===== src/if_pkg.sv =====
`default_nettype none

package if_pkg;

  ////////////////////////////////////////////////////////////////////////////
  // Widths
  ////////////////////////////////////////////////////////////////////////////

  localparam int ADDR_W   = 32;  // Fetch address width
  localparam int INSTR_W  = 32;  // Instruction word width
  localparam int MTVEC_W  = 25;  // Trap base, sits above 7 zero bits
  localparam int IRQ_ID_W = 5;   // Vectored interrupt id
  localparam int PC_MUX_W = 3;   // Redirect selector

  ////////////////////////////////////////////////////////////////////////////
  // Redirect selector codes
  ////////////////////////////////////////////////////////////////////////////

  localparam logic [PC_MUX_W-1:0] PC_BOOT     = 3'd0;  // Boot address, word aligned
  localparam logic [PC_MUX_W-1:0] PC_JUMP     = 3'd1;  // Jump target from ID
  localparam logic [PC_MUX_W-1:0] PC_BRANCH   = 3'd2;  // Branch target from EX
  localparam logic [PC_MUX_W-1:0] PC_MRET     = 3'd3;  // Return to mepc
  localparam logic [PC_MUX_W-1:0] PC_TRAP_EXC = 3'd4;  // Exception base
  localparam logic [PC_MUX_W-1:0] PC_TRAP_IRQ = 3'd5;  // Vectored interrupt entry

  // Instruction buffer geometry
  localparam int FIFO_DEPTH = 2;
  localparam int FIFO_PTR_W = 1;

  // Bus FSM state codes
  localparam int                FSM_W       = 2;
  localparam logic [FSM_W-1:0]  FSM_IDLE    = 2'd0;  // No cycle on the bus
  localparam logic [FSM_W-1:0]  FSM_REQ     = 2'd1;  // Cycle whose data is kept
  localparam logic [FSM_W-1:0]  FSM_DISCARD = 2'd2;  // Stale cycle, data dropped

  // Reset and bus constants
  localparam logic [INSTR_W-1:0] NOP_INSTR  = 32'h0000_0013;  // addi x0, x0, 0
  localparam logic [3:0]         WB_SEL_ALL = 4'hF;           // Full word read

endpackage

`default_nettype wire


===== src/fetch_rd_if.sv =====
`timescale 1ns/1ps
`default_nettype none

// Read side of the instruction buffer, drained by the IF/ID register
interface fetch_rd_if;

  logic                        valid;  // Head entry present
  logic [if_pkg::INSTR_W-1:0]  instr;  // Head word
  logic [if_pkg::ADDR_W-1:0]   pc;     // Head address
  logic                        err;    // Head bus error flag
  logic                        pop;    // Head leaves on this edge

  modport fifo (
    output valid,
    output instr,
    output pc,
    output err,
    input  pop
  );

  modport pipe (
    input  valid,
    input  instr,
    input  pc,
    input  err,
    output pop
  );

endinterface

`default_nettype wire


===== src/fetch_wr_if.sv =====
`timescale 1ns/1ps
`default_nettype none

// Write side of the instruction buffer, fed by the bus FSM
interface fetch_wr_if;

  logic                        push;   // Write one entry this cycle
  logic [if_pkg::INSTR_W-1:0]  instr;  // Fetched word
  logic [if_pkg::ADDR_W-1:0]   pc;     // Address it came from
  logic                        err;    // Bus error on that cycle
  logic                        full;   // No free entry

  modport fsm (
    output push,
    output instr,
    output pc,
    output err,
    input  full
  );

  modport fifo (
    input  push,
    input  instr,
    input  pc,
    input  err,
    output full
  );

endinterface

`default_nettype wire


===== src/fetch_addr_cnt.sv =====
`timescale 1ns/1ps
`default_nettype none

module fetch_addr_cnt (
  input  wire logic                          clk,
  input  wire logic                          rst_n,
  input  wire logic                          pc_set_i,         // Redirect pulse
  input  wire logic [if_pkg::PC_MUX_W-1:0]   pc_mux_i,         // Target select
  input  wire logic [if_pkg::ADDR_W-1:0]     boot_addr_i,
  input  wire logic [if_pkg::ADDR_W-1:0]     jump_target_i,
  input  wire logic [if_pkg::ADDR_W-1:0]     branch_target_i,
  input  wire logic [if_pkg::ADDR_W-1:0]     mepc_i,
  input  wire logic [if_pkg::MTVEC_W-1:0]    mtvec_addr_i,     // Trap base MSBs
  input  wire logic [if_pkg::IRQ_ID_W-1:0]   irq_id_i,         // Vector index
  input  wire logic                          advance_i,        // One word completed
  output logic      [if_pkg::ADDR_W-1:0]     fetch_addr_o,     // Next address to fetch
  output logic                               mtvec_init_o      // Boot pulse for the CSRs
);

  logic [if_pkg::ADDR_W-1:0] target;  // Selected redirect target

  //////////////////////////////////////////////////////////////////////////
  // Redirect target selection
  //////////////////////////////////////////////////////////////////////////

  always_comb begin
    case (pc_mux_i)
      if_pkg::PC_BOOT:     target = {boot_addr_i[if_pkg::ADDR_W-1:2], 2'b00};
      if_pkg::PC_JUMP:     target = jump_target_i;
      if_pkg::PC_BRANCH:   target = branch_target_i;
      if_pkg::PC_MRET:     target = mepc_i;                     // Back to the trapped PC
      if_pkg::PC_TRAP_EXC: target = {mtvec_addr_i, 7'h00};      // All exceptions share the base
      if_pkg::PC_TRAP_IRQ: target = {mtvec_addr_i, irq_id_i, 2'b00};
      default:             target = {boot_addr_i[if_pkg::ADDR_W-1:2], 2'b00};  // Unused codes
    endcase
  end

  // CSR block loads mtvec when the core boots
  assign mtvec_init_o = pc_set_i && (pc_mux_i == if_pkg::PC_BOOT);

  //////////////////////////////////////////////////////////////////////////
  // Sequential fetch address
  //////////////////////////////////////////////////////////////////////////

  always_ff @(posedge clk or negedge rst_n) begin
    if (!rst_n) begin
      fetch_addr_o <= '0;
    end else if (pc_set_i) begin
      fetch_addr_o <= target;                       // Redirect wins over stepping
    end else if (advance_i) begin
      fetch_addr_o <= fetch_addr_o + 32'd4;         // Word steps only
    end
  end

endmodule

`default_nettype wire


===== src/fetch_fifo.sv =====
`timescale 1ns/1ps
`default_nettype none

module fetch_fifo (
  input  wire logic  clk,
  input  wire logic  rst_n,
  input  wire logic  flush_i,   // Redirect empties the buffer
  fetch_wr_if.fifo   wr,
  fetch_rd_if.fifo   rd
);

  // Entry storage
  logic [if_pkg::INSTR_W-1:0] instr_mem [if_pkg::FIFO_DEPTH];
  logic [if_pkg::ADDR_W-1:0]  pc_mem    [if_pkg::FIFO_DEPTH];
  logic                       err_mem   [if_pkg::FIFO_DEPTH];

  logic [if_pkg::FIFO_PTR_W-1:0] wr_ptr;
  logic [if_pkg::FIFO_PTR_W-1:0] rd_ptr;
  logic [if_pkg::FIFO_PTR_W:0]   count;   // One bit wider than the pointers
  logic                          do_push;
  logic                          do_pop;

  assign wr.full  = (count == if_pkg::FIFO_DEPTH);
  assign rd.valid = (count != '0);

  assign do_push = wr.push && !wr.full && !flush_i;  // Push on a flush edge is lost
  assign do_pop  = rd.pop && rd.valid && !flush_i;

  //////////////////////////////////////////////////////////////////////////
  // Pointers and count
  //////////////////////////////////////////////////////////////////////////

  always_ff @(posedge clk or negedge rst_n) begin
    if (!rst_n) begin
      wr_ptr <= '0;
      rd_ptr <= '0;
      count  <= '0;
    end else if (flush_i) begin
      wr_ptr <= '0;
      rd_ptr <= '0;
      count  <= '0;
    end else begin
      if (do_push) wr_ptr <= wr_ptr + 1'b1;         // Wraps at the depth
      if (do_pop)  rd_ptr <= rd_ptr + 1'b1;
      case ({do_push, do_pop})
        2'b10:   count <= count + 1'b1;
        2'b01:   count <= count - 1'b1;
        default: count <= count;                    // Both or neither
      endcase
    end
  end

  // Payload write, no reset on storage
  always_ff @(posedge clk) begin
    if (do_push) begin
      instr_mem[wr_ptr] <= wr.instr;
      pc_mem[wr_ptr]    <= wr.pc;
      err_mem[wr_ptr]   <= wr.err;
    end
  end

  // Head entry, read combinationally
  assign rd.instr = instr_mem[rd_ptr];
  assign rd.pc    = pc_mem[rd_ptr];
  assign rd.err   = err_mem[rd_ptr];

endmodule

`default_nettype wire


===== src/fetch_fsm.sv =====
`timescale 1ns/1ps
`default_nettype none

module fetch_fsm (
  input  wire logic                         clk,
  input  wire logic                         rst_n,
  input  wire logic                         pc_set_i,      // Redirect, flushes the stream
  input  wire logic [if_pkg::ADDR_W-1:0]    fetch_addr_i,  // From the address counter
  input  wire logic [if_pkg::INSTR_W-1:0]   wb_dat_i,
  input  wire logic                         wb_ack_i,
  input  wire logic                         wb_err_i,
  output logic                              advance_o,     // Step the counter
  output logic                              wb_cyc_o,
  output logic                              wb_stb_o,
  output logic                              wb_we_o,
  output logic      [3:0]                   wb_sel_o,
  output logic      [if_pkg::ADDR_W-1:0]    wb_adr_o,
  output logic                              busy_o,
  fetch_wr_if.fsm                           wr
);

  logic [if_pkg::FSM_W-1:0]  state_q;
  logic [if_pkg::FSM_W-1:0]  state_d;
  logic                      running_q;  // Set by the first redirect
  logic [if_pkg::ADDR_W-1:0] adr_q;      // Held for the whole cycle
  logic                      term;       // Slave ends the cycle
  logic                      start;      // Open a new cycle

  assign term  = wb_ack_i || wb_err_i;
  assign start = (state_q == if_pkg::FSM_IDLE) && running_q && !wr.full && !pc_set_i;

  //////////////////////////////////////////////////////////////////////////
  // Next state
  //////////////////////////////////////////////////////////////////////////

  always_comb begin
    state_d = state_q;
    case (state_q)
      if_pkg::FSM_IDLE: begin
        if (start) state_d = if_pkg::FSM_REQ;       // Room in the buffer
      end
      if_pkg::FSM_REQ: begin
        if (term) begin
          state_d = if_pkg::FSM_IDLE;               // Idle one cycle after each cycle
        end else if (pc_set_i) begin
          state_d = if_pkg::FSM_DISCARD;            // Old stream, finish and drop
        end
      end
      if_pkg::FSM_DISCARD: begin
        if (term) state_d = if_pkg::FSM_IDLE;
      end
      default: state_d = if_pkg::FSM_IDLE;
    endcase
  end

  always_ff @(posedge clk or negedge rst_n) begin
    if (!rst_n) begin
      state_q   <= if_pkg::FSM_IDLE;
      running_q <= 1'b0;
    end else begin
      state_q <= state_d;
      if (pc_set_i) running_q <= 1'b1;              // No stop request, stream runs on
    end
  end

  // Address latched as the cycle opens, the counter may move under it
  always_ff @(posedge clk) begin
    if (start) adr_q <= fetch_addr_i;
  end

  //////////////////////////////////////////////////////////////////////////
  // Bus and buffer outputs
  //////////////////////////////////////////////////////////////////////////

  assign wb_cyc_o = (state_q != if_pkg::FSM_IDLE);
  assign wb_stb_o = wb_cyc_o;                       // Classic, stb follows cyc
  assign wb_we_o  = 1'b0;                           // Reads only
  assign wb_sel_o = if_pkg::WB_SEL_ALL;
  assign wb_adr_o = adr_q;

  // Kept termination, a redirect in the same cycle drops it
  assign wr.push  = (state_q == if_pkg::FSM_REQ) && term && !pc_set_i;
  assign wr.instr = wb_dat_i;
  assign wr.pc    = adr_q;
  assign wr.err   = wb_err_i;

  assign advance_o = wr.push;
  assign busy_o    = wb_cyc_o || running_q;

endmodule

`default_nettype wire


===== src/if_id_pipe.sv =====
`timescale 1ns/1ps
`default_nettype none

module if_id_pipe (
  input  wire logic                         clk,
  input  wire logic                         rst_n,
  input  wire logic                         flush_i,     // Redirect drops the held word
  input  wire logic                         halt_i,      // Freeze loading
  input  wire logic                         id_ready_i,  // Decode takes the word
  fetch_rd_if.pipe                          rd,
  output logic                              if_valid_o,
  output logic      [if_pkg::INSTR_W-1:0]   instr_o,
  output logic      [if_pkg::ADDR_W-1:0]    pc_o,
  output logic                              bus_err_o
);

  logic room;  // Register empty or being consumed

  assign room   = !if_valid_o || id_ready_i;
  assign rd.pop = rd.valid && room && !halt_i && !flush_i;

  //////////////////////////////////////////////////////////////////////////
  // IF/ID register
  //////////////////////////////////////////////////////////////////////////

  always_ff @(posedge clk or negedge rst_n) begin
    if (!rst_n) begin
      if_valid_o <= 1'b0;
      instr_o    <= if_pkg::NOP_INSTR;
      pc_o       <= '0;
      bus_err_o  <= 1'b0;
    end else if (flush_i) begin
      if_valid_o <= 1'b0;                           // Old stream never reaches decode
    end else if (rd.pop) begin
      if_valid_o <= 1'b1;
      instr_o    <= rd.instr;
      pc_o       <= rd.pc;
      bus_err_o  <= rd.err;
    end else if (id_ready_i) begin
      if_valid_o <= 1'b0;                           // Consumed, nothing to replace it
    end
  end

endmodule

`default_nettype wire


===== src/if_stage.sv =====
`timescale 1ns/1ps
`default_nettype none

module if_stage (
  input  wire logic                          clk,
  input  wire logic                          rst_n,

  // Redirect targets
  input  wire logic [if_pkg::ADDR_W-1:0]     boot_addr_i,
  input  wire logic [if_pkg::ADDR_W-1:0]     jump_target_i,
  input  wire logic [if_pkg::ADDR_W-1:0]     branch_target_i,
  input  wire logic [if_pkg::ADDR_W-1:0]     mepc_i,
  input  wire logic [if_pkg::MTVEC_W-1:0]    mtvec_addr_i,
  input  wire logic [if_pkg::IRQ_ID_W-1:0]   irq_id_i,

  // Control side
  input  wire logic                          pc_set_i,
  input  wire logic [if_pkg::PC_MUX_W-1:0]   pc_mux_i,
  input  wire logic                          halt_i,
  input  wire logic                          id_ready_i,

  // Wishbone classic master
  input  wire logic [if_pkg::INSTR_W-1:0]    wb_dat_i,
  input  wire logic                          wb_ack_i,
  input  wire logic                          wb_err_i,
  output logic                               wb_cyc_o,
  output logic                               wb_stb_o,
  output logic                               wb_we_o,
  output logic      [3:0]                    wb_sel_o,
  output logic      [if_pkg::ADDR_W-1:0]     wb_adr_o,

  // To decode
  output logic                               if_valid_o,
  output logic      [if_pkg::INSTR_W-1:0]    instr_o,
  output logic      [if_pkg::ADDR_W-1:0]     pc_o,
  output logic                               bus_err_o,
  output logic                               if_busy_o,
  output logic                               mtvec_init_o
);

  logic [if_pkg::ADDR_W-1:0] fetch_addr;  // Next word address
  logic                      advance;     // Counter step

  fetch_wr_if wr_bus ();                   // FSM into buffer
  fetch_rd_if rd_bus ();                   // Buffer into IF/ID

  ////////////////////////////////////////////////////////////////////////////
  // Address counter and bus master
  ////////////////////////////////////////////////////////////////////////////

  fetch_addr_cnt i_addr_cnt (
    .clk             (clk),
    .rst_n           (rst_n),
    .pc_set_i        (pc_set_i),
    .pc_mux_i        (pc_mux_i),
    .boot_addr_i     (boot_addr_i),
    .jump_target_i   (jump_target_i),
    .branch_target_i (branch_target_i),
    .mepc_i          (mepc_i),
    .mtvec_addr_i    (mtvec_addr_i),
    .irq_id_i        (irq_id_i),
    .advance_i       (advance),
    .fetch_addr_o    (fetch_addr),
    .mtvec_init_o    (mtvec_init_o)
  );

  fetch_fsm i_fsm (
    .clk          (clk),
    .rst_n        (rst_n),
    .pc_set_i     (pc_set_i),
    .fetch_addr_i (fetch_addr),
    .wb_dat_i     (wb_dat_i),
    .wb_ack_i     (wb_ack_i),
    .wb_err_i     (wb_err_i),
    .advance_o    (advance),
    .wb_cyc_o     (wb_cyc_o),
    .wb_stb_o     (wb_stb_o),
    .wb_we_o      (wb_we_o),
    .wb_sel_o     (wb_sel_o),
    .wb_adr_o     (wb_adr_o),
    .busy_o       (if_busy_o),
    .wr           (wr_bus.fsm)
  );

  // Buffer and output register, both flushed by a redirect
  fetch_fifo i_fifo (
    .clk     (clk),
    .rst_n   (rst_n),
    .flush_i (pc_set_i),
    .wr      (wr_bus.fifo),
    .rd      (rd_bus.fifo)
  );

  if_id_pipe i_pipe (
    .clk        (clk),
    .rst_n      (rst_n),
    .flush_i    (pc_set_i),
    .halt_i     (halt_i),
    .id_ready_i (id_ready_i),
    .rd         (rd_bus.pipe),
    .if_valid_o (if_valid_o),
    .instr_o    (instr_o),
    .pc_o       (pc_o),
    .bus_err_o  (bus_err_o)
  );

endmodule

`default_nettype wire


===== config.mk =====
export PLATFORM = sky130hd
export DESIGN_NAME = if_stage
export DESIGN_NICKNAME = d
export VERILOG_FILES = /design/src/if_pkg.sv /design/src/fetch_rd_if.sv /design/src/fetch_wr_if.sv /design/src/fetch_addr_cnt.sv /design/src/fetch_fifo.sv /design/src/fetch_fsm.sv /design/src/if_id_pipe.sv /design/src/if_stage.sv
export SDC_FILE = /design/constraint.sdc
export NUM_CORES = 1
export LEC_CHECK = 0
export BUFFER_PORTS_ARGS = -buffer_cell sky130_fd_sc_hd__buf_2
export CORE_MARGIN = 1
export CORE_UTILIZATION = 45
export CTS_BUF_LIST = sky130_fd_sc_hd__clkbuf_8
export CTS_CLUSTER_SIZE = 8
export DETAILED_ROUTE_END_ITERATION = 8
export PLACE_DENSITY = 0.72
export SLEW_MARGIN = 0
export SYNTH_ARGS = -nofsm -noshare
export SYNTH_HDL_FRONTEND = slang
export SYNTH_HIERARCHICAL = 1
export SYNTH_SLANG_ARGS = --single-unit

===== constraint.sdc =====
create_clock -name clk -period 5.7 [get_ports clk]
set_input_delay 0.285 -clock clk [delete_from_list [all_inputs] [get_ports clk]]
set_output_delay 0.285 -clock clk [all_outputs]
set_load 0.02 [all_outputs]

==> key figures, run 1 <==
Synth
  – Post-Synth XOR/XNOR Area: 1.83%
  – Post-Syn Area per Cell: 14.2 sq um
  – Synth Area in Compound Gates: 7.49%
  – Main combinational cell family by area after synthesis: multiplexers
  – Post-synthesis register bit count: 267
  – Ys async rst share: 39.3%
  – Synth Flop Type: edfxtp_1
  – Netlist cell types: 71
  – Synth Area in Adders: 0.100%
  – Simple-gate share of the synthesized area: 7.51%
  – Mapped Area: 12,500 sq um
  – Post-synthesis mux area share: 15.8%
  – Yosys warns: 6
  – Synthesized instance count: 880
  – Post-synth EDFFs: 162
  – Seq/Total Area, Yosys: 60.2%

Clock tree
  – H-tree depth: 2
  – CTS root buffer: clkbuf_8
  – TritonCTS clock tree: yes
  – Reg clk slew, reported paths: 60 ps
  – Clk Latency, worst-skew pair: 530 ps
  – # clock sinks: 267
  – Post-CTS Setup Inserts: 0
  – CTS Buf Count: 45
  – Max clock buf depth: 3

Critical path
  – Crit path launch type: flop
  – Type of element capturing the critical path: flop
  – Crit Path Max Fanout: 63
  – CP arrival: 3080 ps
  – CP Class: flop to flop
  – Worst endpoint required time: 5840 ps

Cells and area
  – Layout Nets: 1,362
  – Ratio of cells with drive above 1 in the final layout: 45.2%
  – Most frequent cells in the layout: 298 x buf_2, 162 x edfxtp_1, 108 x mux2_2
  – Most common cell after layout, fill and taps aside: buf_2
  – Syn-to-layout area delta: 19.7%
  – Post-route non-filler standard cell count: 1,540
  – Finished Core Util: 55.2%

Die
  – Initial Util: 46.1%
  – Die height: 168 um
  – Die W: 168 um
  – Core Area: 27,000 sq um
  – Std cell rows: 60
  – Die footprint: 28,300 sq um
  – I/O pin count: 307

Power
  – Combinational fraction of design power: 21.4%
  – Leak pwr: 6.34 nW
  – Int Pwr: 3.69 mW
  – Sequential share of power: 48.5%
  – Switch share: 29.0%
  – Max IR drop VDD: 0.127 mV
  – Final Power: 5.20 mW
  – Clock power frac: 30.2%
  – Psw: 1.51 mW
  – PD cells: 349 nW/um^2

Detailed routing
  – Drt first pass iters: 5
  – Antenna Nets Post-Route: 0
  – Number of DRC markers in iteration 0: 398
  – Vias per inst: 5.24
  – Total number of vias: 8,075
  – Post-Route WL: 29,700 um
  – Post-DR wirelength/cell: 19.3 um
  – Post-route DRC: 0

Global route
  – Initial antenna violation count: 1
  – Number of global-route vias before repair: 8,400
  – Pin count of the biggest net entering global routing: 69
  – Grt total ovfl: 0
  – First-pass GRT wire length: 45,700 um
  – Tot GR Track Use: 20.8%

STA
  – Endpoints failing hold: 0
  – Fmax achieved: 341 MHz
  – RSZ-0062 raised after global routing: no
  – Tcrit/Tclk final: 51.5%
  – Min Tclk post-route: 2930 ps
  – Worst Tran Pin Value: 980 ps
  – Fin Clk Skew: 12.6 ps
  – Slew HR: 34.7%
  – Worst hold slack: 39.9 ps
  – Pins over their slew limit: 0
  – Setup violators final: 0
  – TNS Setup: 0 ps

Run status
  – Status: finished clean

Place
  – Post-detail-place hpwl: 20,300 um
  – Placed cells: 1,417
  – I/O Buffers: 299
  – Gp weighted congestion: 0.880

Hold path
  – Tightest Hold Check Type: input port to flop

Flow run
  – Max-cap violations: 0
[area by class of cell]
type	count	area, sq um
sequential	267	7500
tap	341	427
fill	2258	12100
clock buffer	53	729
inverter	16	60.1
clock inverter	31	124
timing repair buffer	346	1950
multi-input combinational	485	4120
antenna	1	2.50
[flip-flops by register name (all words and copies together), names as in the netlist]
register / count
i_fifo/wr_ptr: 1
i_pipe/pc_o: 32
i_fifo/rd_ptr: 1
i_fifo/count: 2
i_fifo/instr_mem: 64
i_fsm/running_q: 1
i_addr_cnt/fetch_addr_o: 32
i_pipe/if_valid_o: 1
i_fsm/state_q: 2
i_fifo/err_mem: 2
i_fsm/wb_adr_o: 32
i_fifo/pc_mem: 64
i_pipe/bus_err_o: 1
i_pipe/instr_o: 32
[path summary, 6_finish.rpt]
kind | from | end | slack, ps | depth (start not counted)
worst max-delay path | i_fsm/state_q[1]$_DFFE_PN0P_ | i_fifo/pc_mem[1][7]$_DFFE_PP_ | 2770 | 5
worst min-delay path | boot_addr_i[23] | i_addr_cnt/fetch_addr_o[23]$_DFFE_PN0N_ | 40 | 3
worst max register to register | i_fsm/state_q[1]$_DFFE_PN0P_ | i_fifo/pc_mem[1][7]$_DFFE_PP_ | 2770 | 5
worst min register to register | i_addr_cnt/fetch_addr_o[1]$_DFFE_PN0P_ | i_fsm/wb_adr_o[1]$_DFFE_PP_ | 460 | 0
max in group asynchronous | rst_n | i_fifo/rd_ptr$_DFFE_PN0P_ | 4050 | 3
min in group asynchronous | rst_n | i_pipe/instr_o[28]$_DFFE_PN0P_ | 370 | 2
[synthesized netlist by cell type (4+ instances only)]
library cell	n	share of area [%]
a211oi_1	5	0.30
a21oi_1	34	1.4
a22o_1	6	0.42
a22oi_1	5	0.30
a2bb2oi_1	8	0.56
and2_1	5	0.25
and3_1	7	0.35
buf_2	18	0.72
buf_4	81	4.9
buf_6	5	0.45
clkbuf_1	9	0.27
dfrtp_1	102	20
edfxtp_1	162	39
inv_1	15	0.45
mux2_2	108	9.8
mux2_4	39	4.7
mux2i_1	12	0.96
nand2_1	32	0.96
nand2b_1	17	0.85
nand3_1	7	0.28
nand4_1	8	0.40
nor2_1	31	0.93
nor2b_1	6	0.30
nor3_1	6	0.24
nor3b_1	5	0.30
o211ai_1	7	0.42
o21ai_0	19	0.76
o221ai_1	4	0.28
o22a_1	5	0.35
o22ai_1	20	1.0
xnor2_1	9	0.63
xor2_1	17	1.2
[worst max-delay path: stages, from the launching register on]
cell and delay, ps:
dfrtp_1 410, nor2_1 180, o211a_1 590, nand2_1 270
nor3b_4 300, buf_4 740
[logic make-up after synthesis]
group                    count (synthesis)
XOR/XNOR                                26
flip-flops                             267
AO/OA/AOI/OAI                          137
other                                    2
adder cells (fa/ha/maj)                  1
buffers and inverters                  131
multiplexers                           161
AND/OR/NAND/NOR                        155
[per-layer routing]
metal | share of wire (%) | global-route usage (%) | vias up
met5 | 0 | 0 | -
met4 | 3.4 | 8.22 | 0
met3 | 6.5 | 4.47 | 62
met2 | 47 | 35.2 | 335
met1 | 43 | 26.0 | 3895
li1 | - | - | 3783
[per-stage QoR]
step | cell area (sq um) | setup WS, ps
after detailed placement | 13700 | 2760
after global placement | 13700 | 2790
after CTS | 14900 | 2760
after global routing | 14900 | 2540
final | 14900 | 2770
after floorplan | 12500 | 1690
[power by group through the flow]
stage                     Sequential (mW)  Clock [mW]  Combinational (mW)
after floorplan                      2.78           0               0.477
after global placement               2.54           0                1.08
after detailed placement             2.56           0                1.09
after CTS                            2.52        1.63                1.12
after global routing                 2.55        1.71                1.18
final                                2.52        1.57                1.11
[repair_timing]
action | in CTS | in global routing
gates resized for setup | 0 | 0
hold endpoints to repair | 119 | 0
hold buffers | 38 | 0
(Power assumes the default switching activity.)
==> inputs of run 2 (changes only) <==
--- a/config.mk
+++ b/config.mk
@@ -11,7 +11,7 @@
 export CTS_BUF_LIST = sky130_fd_sc_hd__clkbuf_8
 export CTS_CLUSTER_SIZE = 8
 export DETAILED_ROUTE_END_ITERATION = 8
-export PLACE_DENSITY = 0.72
+export PLACE_DENSITY = 0.69
 export SLEW_MARGIN = 0
 export SYNTH_ARGS = -nofsm -noshare
 export SYNTH_HDL_FRONTEND = slang
==> constraint.sdc (replaced) <==
create_clock -name clk -period 2.75 [get_ports clk]
set_input_delay 0.1375 -clock clk [delete_from_list [all_inputs] [get_ports clk]]
set_output_delay 0.1375 -clock clk [all_outputs]
set_load 0.02 [all_outputs]
==> run 2 against run 1 <==
Net effect:
- worst hold slack got worse by 1.5 ps
- final cell count increased by 1.6%
- global-route usage increased by 0.27 points
- routed wire length increased by 1.0%
- largest cell class unchanged
- non-clock buffer count increased by 30
==> key figures, run 2 (synthesis results as in run 1) <==
Run status
  – Status: finished clean

Global route
  – Grt total ovfl: 0
  – Tot GR Track Use: 21.1%
  – Pin count of the biggest net entering global routing: 60
  – Initial antenna violation count: 0
  – Number of global-route vias before repair: 8,316
  – First-pass GRT wire length: 46,000 um

Die
  – I/O pin count: 307
  – Core Area: 27,000 sq um
  – Die height: 168 um
  – Die footprint: 28,300 sq um
  – Std cell rows: 60
  – Die W: 168 um
  – Initial Util: 46.1%

Cells and area
  – Ratio of cells with drive above 1 in the final layout: 45.3%
  – Fill cell total of the finished layout: 2,263
  – Area occupied by multi-input gates: 4130 sq um
  – Most frequent cells in the layout: 298 x buf_2, 162 x edfxtp_1, 108 x mux2_2
  – Regs by FF count: i_fifo/instr_mem (64), i_fifo/pc_mem (64)
  – Most common cell after layout, fill and taps aside: buf_2
  – Antenna cell count: 0
  – FF+latch area: 7500 sq um
  – Syn-to-layout area delta: 21.9%
  – Layout Nets: 1,390

Critical path
  – Peak per-stage delay on the critical path: 570 ps
  – WP buf/inv: 1
  – Cell family contributing the most delay on the critical path: simple AND/OR/NAND/NOR gates
  – Crit Path Max Fanout: 11
  – Worst reg-to-reg setup slack: 170 ps
  – Critical-path cell list: nor2_1 -> o211a_2 -> and3_1 -> and4_2 -> nand4_1 -> xor2_1 -> o22ai_1 -> dlygate4sd3_1
  – Crit path launch type: flop
  – Type of element capturing the critical path: flop
  – CP max stage cell: dlygate4sd3_1
  – Worst endpoint required time: 3160 ps
  – CP Class: flop to flop
  – CP arrival: 2990 ps

Power
  – Max IR drop VDD: 0.245 mV
  – PD cells: 701 nW/um^2
  – Leak pwr: 6.47 nW
  – Final Power: 10.6 mW

Clock tree
  – TritonCTS clock tree: yes
  – Max clock buf depth: 3
  – Reg clk slew, reported paths: 60 ps
  – H-tree depth: 2
  – Clk Latency, worst-skew pair: 530 ps
  – Post-CTS Setup Inserts: 0
  – CTS Buf Count: 43
  – # clock sinks: 267
  – CTS root buffer: clkbuf_8

Detailed routing
  – Number of DRC markers in iteration 0: 433
  – Post-Route WL: 30,000 um
  – Drt first pass iters: 4
  – Total number of vias: 8,124
  – Post-route DRC: 0
  – Post-DR wirelength/cell: 19.2 um
  – Antenna Nets Post-Route: 0
  – Vias per inst: 5.19

Hold path
  – Tightest Hold Check Type: input port to flop

STA
  – Fmax achieved: 388 MHz
  – Worst Tran Pin Value: 850 ps
  – Setup violators final: 0
  – RSZ-0062 raised after global routing: no
  – Min Tclk post-route: 2580 ps
  – Tcrit/Tclk final: 93.8%
  – Pins over their slew limit: 0
  – Endpoints failing hold: 0
  – Final WS setup: 170 ps
  – Fin Clk Skew: 11.4 ps
  – Slew HR: 43.4%

Flow run
  – Max-cap violations: 0

Place
  – Gp weighted congestion: 0.897
  – Post-detail-place hpwl: 21,200 um
  – I/O Buffers: 299
  – Worst slack, placed: 546 ps
run 2: changes by cell type in the layout (fill, tap and decap cells not counted), moves of 2 or more:
cell           change
dlygate4sd3_1     +16
clkinv_2           -2
buf_4              +8
buf_12             +6
clkinv_1           -3
inv_1              +4
clkbuf_8           -5
run 2: final cells by class:
type                    instances  area share [%]
clock inverters                31           0.832
multi-input cells             485            27.2
inverters                      16           0.395
clock buffers                  48            4.35
flip-flops and latches        267            49.4
well taps                     341            2.81
repair buffers                376            15.1
run 2: final timing paths:
kind	start	end	cells after the start
worst min-delay path	branch_target_i[1]	i_addr_cnt/fetch_addr_o[1]$_DFFE_PN0P_	4
worst max register to register	i_fsm/state_q[1]$_DFFE_PN0P_	i_addr_cnt/fetch_addr_o[22]$_DFFE_PN0N_	8
max in group asynchronous	rst_n	i_addr_cnt/fetch_addr_o[8]$_DFFE_PN0N_	3
worst max-delay path	i_fsm/state_q[1]$_DFFE_PN0P_	i_addr_cnt/fetch_addr_o[22]$_DFFE_PN0N_	8
worst min register to register	i_fsm/wb_adr_o[20]$_DFFE_PP_	i_fifo/pc_mem[0][20]$_DFFE_PP_	0
min in group asynchronous	rst_n	i_pipe/instr_o[30]$_DFFE_PN0P_	2
run 2: timing repair:
action,CTS,global route
hold buffers,54,0
endpoints found under the hold margin,134,0
gates resized for setup,0,3
setup endpoints to repair,0,3
run 2: where the power goes:
group / switching (mW) / internal [mW] / total, mW
clock: 1.48 / 1.60 / 3.08
sequential: 0.365 / 4.86 / 5.22
combinational: 1.26 / 1.09 / 2.34
run 2: worst register-to-register path: stages (launching register included):
cell and delay (ps):
dfrtp_1 410, nor2_1 140, o211a_2 350, and3_1 260
and4_2 330, nand4_1 130, xor2_1 180, o22ai_1 90
dlygate4sd3_1 570
run 2: per-layer routing:
layer | global-route usage, % | share of wire [%] | vias up
met4 | 7.04 | 2.5 | 0
met5 | 0 | 0 | -
met2 | 36.2 | 49 | 319
li1 | - | - | 3820
met3 | 3.95 | 6.0 | 53
met1 | 26.8 | 42 | 3932
run 2: stage by stage:
step	cell area [sq um]	util (%)	hold WS, ps	instances	TNS (ps)
finish	15200	56.2	38.4	1564	0
global route	15200	56.2	48.1	1564	0
CTS	15200	56.2	8.15	1564	0
detailed placement	13900	51.3	301	1431	0
global placement	13900	51.3	295	1431	0
floorplan	12500	-	-158	883	-28910
==> inputs of run 3 (changes only) <==
--- a/config.mk
+++ b/config.mk
@@ -6,12 +6,14 @@
 export NUM_CORES = 1
 export LEC_CHECK = 0
 export BUFFER_PORTS_ARGS = -buffer_cell sky130_fd_sc_hd__buf_2
+export CELL_PAD_IN_SITES_DETAIL_PLACEMENT = 1
+export CELL_PAD_IN_SITES_GLOBAL_PLACEMENT = 2
 export CORE_MARGIN = 1
-export CORE_UTILIZATION = 45
+export CORE_UTILIZATION = 37
 export CTS_BUF_LIST = sky130_fd_sc_hd__clkbuf_8
 export CTS_CLUSTER_SIZE = 8
 export DETAILED_ROUTE_END_ITERATION = 8
-export PLACE_DENSITY = 0.69
+export PLACE_DENSITY_LB_ADDON = 0.1
 export SLEW_MARGIN = 0
 export SYNTH_ARGS = -nofsm -noshare
 export SYNTH_HDL_FRONTEND = slang
==> run 3 against run 2 <==
Net effect:
- register-to-register slack gained 30 ps
- highest routed layer unchanged
- critical path depth is the same
- clock power grew 1%
- worst setup slack gained 28 ps
- combinational power is essentially flat
- largest power group unchanged
- largest cell class unchanged
==> key figures, run 3 (synthesis results as in run 1) <==
Run status
  – Status: finished clean

Cells and area
  – Ratio of cells with drive above 1 in the final layout: 45.3%
  – Design area: 15,400 sq um
  – Regs by FF count: i_fifo/instr_mem (64), i_fifo/pc_mem (64)
  – Most frequent cells in the layout: 298 x buf_2, 162 x edfxtp_1, 108 x mux2_2
  – Antenna cell count: 0
  – Syn-to-layout area delta: 23.3%
  – Most common cell after layout, fill and taps aside: buf_2
  – Layout Nets: 1,393
  – Finished Core Util: 46.7%

STA
  – Endpoints failing hold: 0
  – Pins over their slew limit: 0
  – RSZ-0062 raised after global routing: no
  – Setup violators final: 0
  – TNS Setup: 0 ps
  – Fin Clk Skew: 20.5 ps
  – Fmax achieved: 392 MHz
  – Min Tclk post-route: 2550 ps
  – Worst Tran Pin Value: 605 ps
  – Slew HR: 59.7%
  – Tcrit/Tclk final: 92.8%

Global route
  – Tot GR Track Use: 18.6%
  – Grt total ovfl: 0
  – First-pass GRT wire length: 48,600 um
  – Pin count of the biggest net entering global routing: 79
  – Number of global-route vias before repair: 8,754
  – Initial antenna violation count: 0

Clock tree
  – Post-CTS Setup Inserts: 0
  – CTS Buf Count: 44
  – Reg clk slew, reported paths: 60 ps
  – Clk Latency, worst-skew pair: 540 ps
  – H-tree depth: 2
  – TritonCTS clock tree: yes
  – Max clock buf depth: 3
  – # clock sinks: 267
  – CTS root buffer: clkbuf_8

Power
  – PD cells: 697 nW/um^2
  – Leak pwr: 6.49 nW
  – Final Power: 10.7 mW
  – Max IR drop VDD: 0.356 mV

Die
  – Die height: 185 um
  – Die W: 185 um
  – Die footprint: 34,400 sq um
  – Initial Util: 37.9%
  – I/O pin count: 307
  – Core Area: 32,900 sq um
  – Std cell rows: 66

Place
  – Gp weighted congestion: 0.766
  – I/O Buffers: 299
  – Placed Area: 14,000 sq um
  – Post-detail-place hpwl: 22,300 um

Detailed routing
  – Antenna Nets Post-Route: 0
  – Drt first pass iters: 4
  – Post-DR wirelength/cell: 19.1 um
  – Number of DRC markers in iteration 0: 334
  – Vias per inst: 4.85
  – Total number of vias: 8,085
  – Post-route DRC: 0
  – Post-Route WL: 31,900 um

Critical path
  – CP arrival: 2960 ps
  – Crit path launch type: flop
  – Type of element capturing the critical path: flop
  – Crit Path Max Fanout: 5
  – CP max stage cell: dlygate4sd3_1
  – CP Class: flop to flop
  – Worst endpoint required time: 3160 ps
  – Peak per-stage delay on the critical path: 570 ps
  – Critical-path cell list: nor2_1 -> o211a_1 -> and3_1 -> and2_1 -> nand4_1 -> xor2_1 -> o22ai_1 -> dlygate4sd3_1

Hold path
  – Tightest Hold Check Type: input port to flop

Flow run
  – Max-cap violations: 0
[run 3: worst max-delay path, delay by kind of cell (launching register included)]
kind	cells	cell delay (ps)
simple gates	4	920
buf+inv	1	570
flops	1	410
xor+xnor	1	190
compound gates	2	330
[run 3: final timing paths]
kind                                               from                                       to  slack [ps]  depth (start not counted)
max                        i_fsm/state_q[1]$_DFFE_PN0P_  i_addr_cnt/fetch_addr_o[30]$_DFFE_PN0N_         200                          8
min                                     boot_addr_i[15]  i_addr_cnt/fetch_addr_o[15]$_DFFE_PN0N_          40                          4
max reg2reg                i_fsm/state_q[1]$_DFFE_PN0P_  i_addr_cnt/fetch_addr_o[30]$_DFFE_PN0N_         200                          8
min reg2reg                i_fsm/wb_adr_o[11]$_DFFE_PP_           i_fifo/pc_mem[0][11]$_DFFE_PP_         470                          0
max in group asynchronous                         rst_n  i_addr_cnt/fetch_addr_o[10]$_DFFE_PN0N_        1840                          3
min in group asynchronous                         rst_n           i_pipe/instr_o[30]$_DFFE_PN0P_          80                          2
[run 3: power by group]
part | leakage (nW) | switching, mW | internal [mW]
Sequential | 2.76 | 0.372 | 4.86
Combinational | 3.25 | 1.27 | 1.09
Clock | 0.486 | 1.49 | 1.63
[run 3: timing repair]
| action | in CTS | in global routing |
|---|---|---|
| hold endpoints to repair | 116 | 0 |
| setup endpoints to repair | 0 | 2 |
| gates resized for setup | 0 | 1 |
| hold buffers | 57 | 0 |
[run 3: through the flow]
stage          hold WS (ps)  worst slack [ps]  instances
6_report               41.1               199       1668
5_1_grt                34.1              10.1       1668
4_1_cts                10.2               149       1668
3_5_place_dp            106               610       1531
3_3_place_gp            107               656       1531
2_1_floorplan          -158              -292        883
[run 3: cell type report]
class / count / area, sq um
clock inverters: 31 / 129
well taps: 442 / 553
flip-flops and latches: 267 / 7500
fillers: 3509 / 17500
multi-input cells: 485 / 4130
repair buffers: 378 / 2310
clock buffers: 49 / 674
inverters: 16 / 60.1
[run 3: metal layers]
layer | vias to the layer above | share of wire, % | track usage [%] | wire [um]
met5 | - | 0 | 0 | 0
li1 | 3827 | - | - | -
met1 | 3961 | 42 | 22.9 | 13400
met3 | 36 | 7.3 | 4.95 | 2340
met4 | 0 | 1.5 | 4.83 | 490
met2 | 261 | 49 | 32.0 | 15600
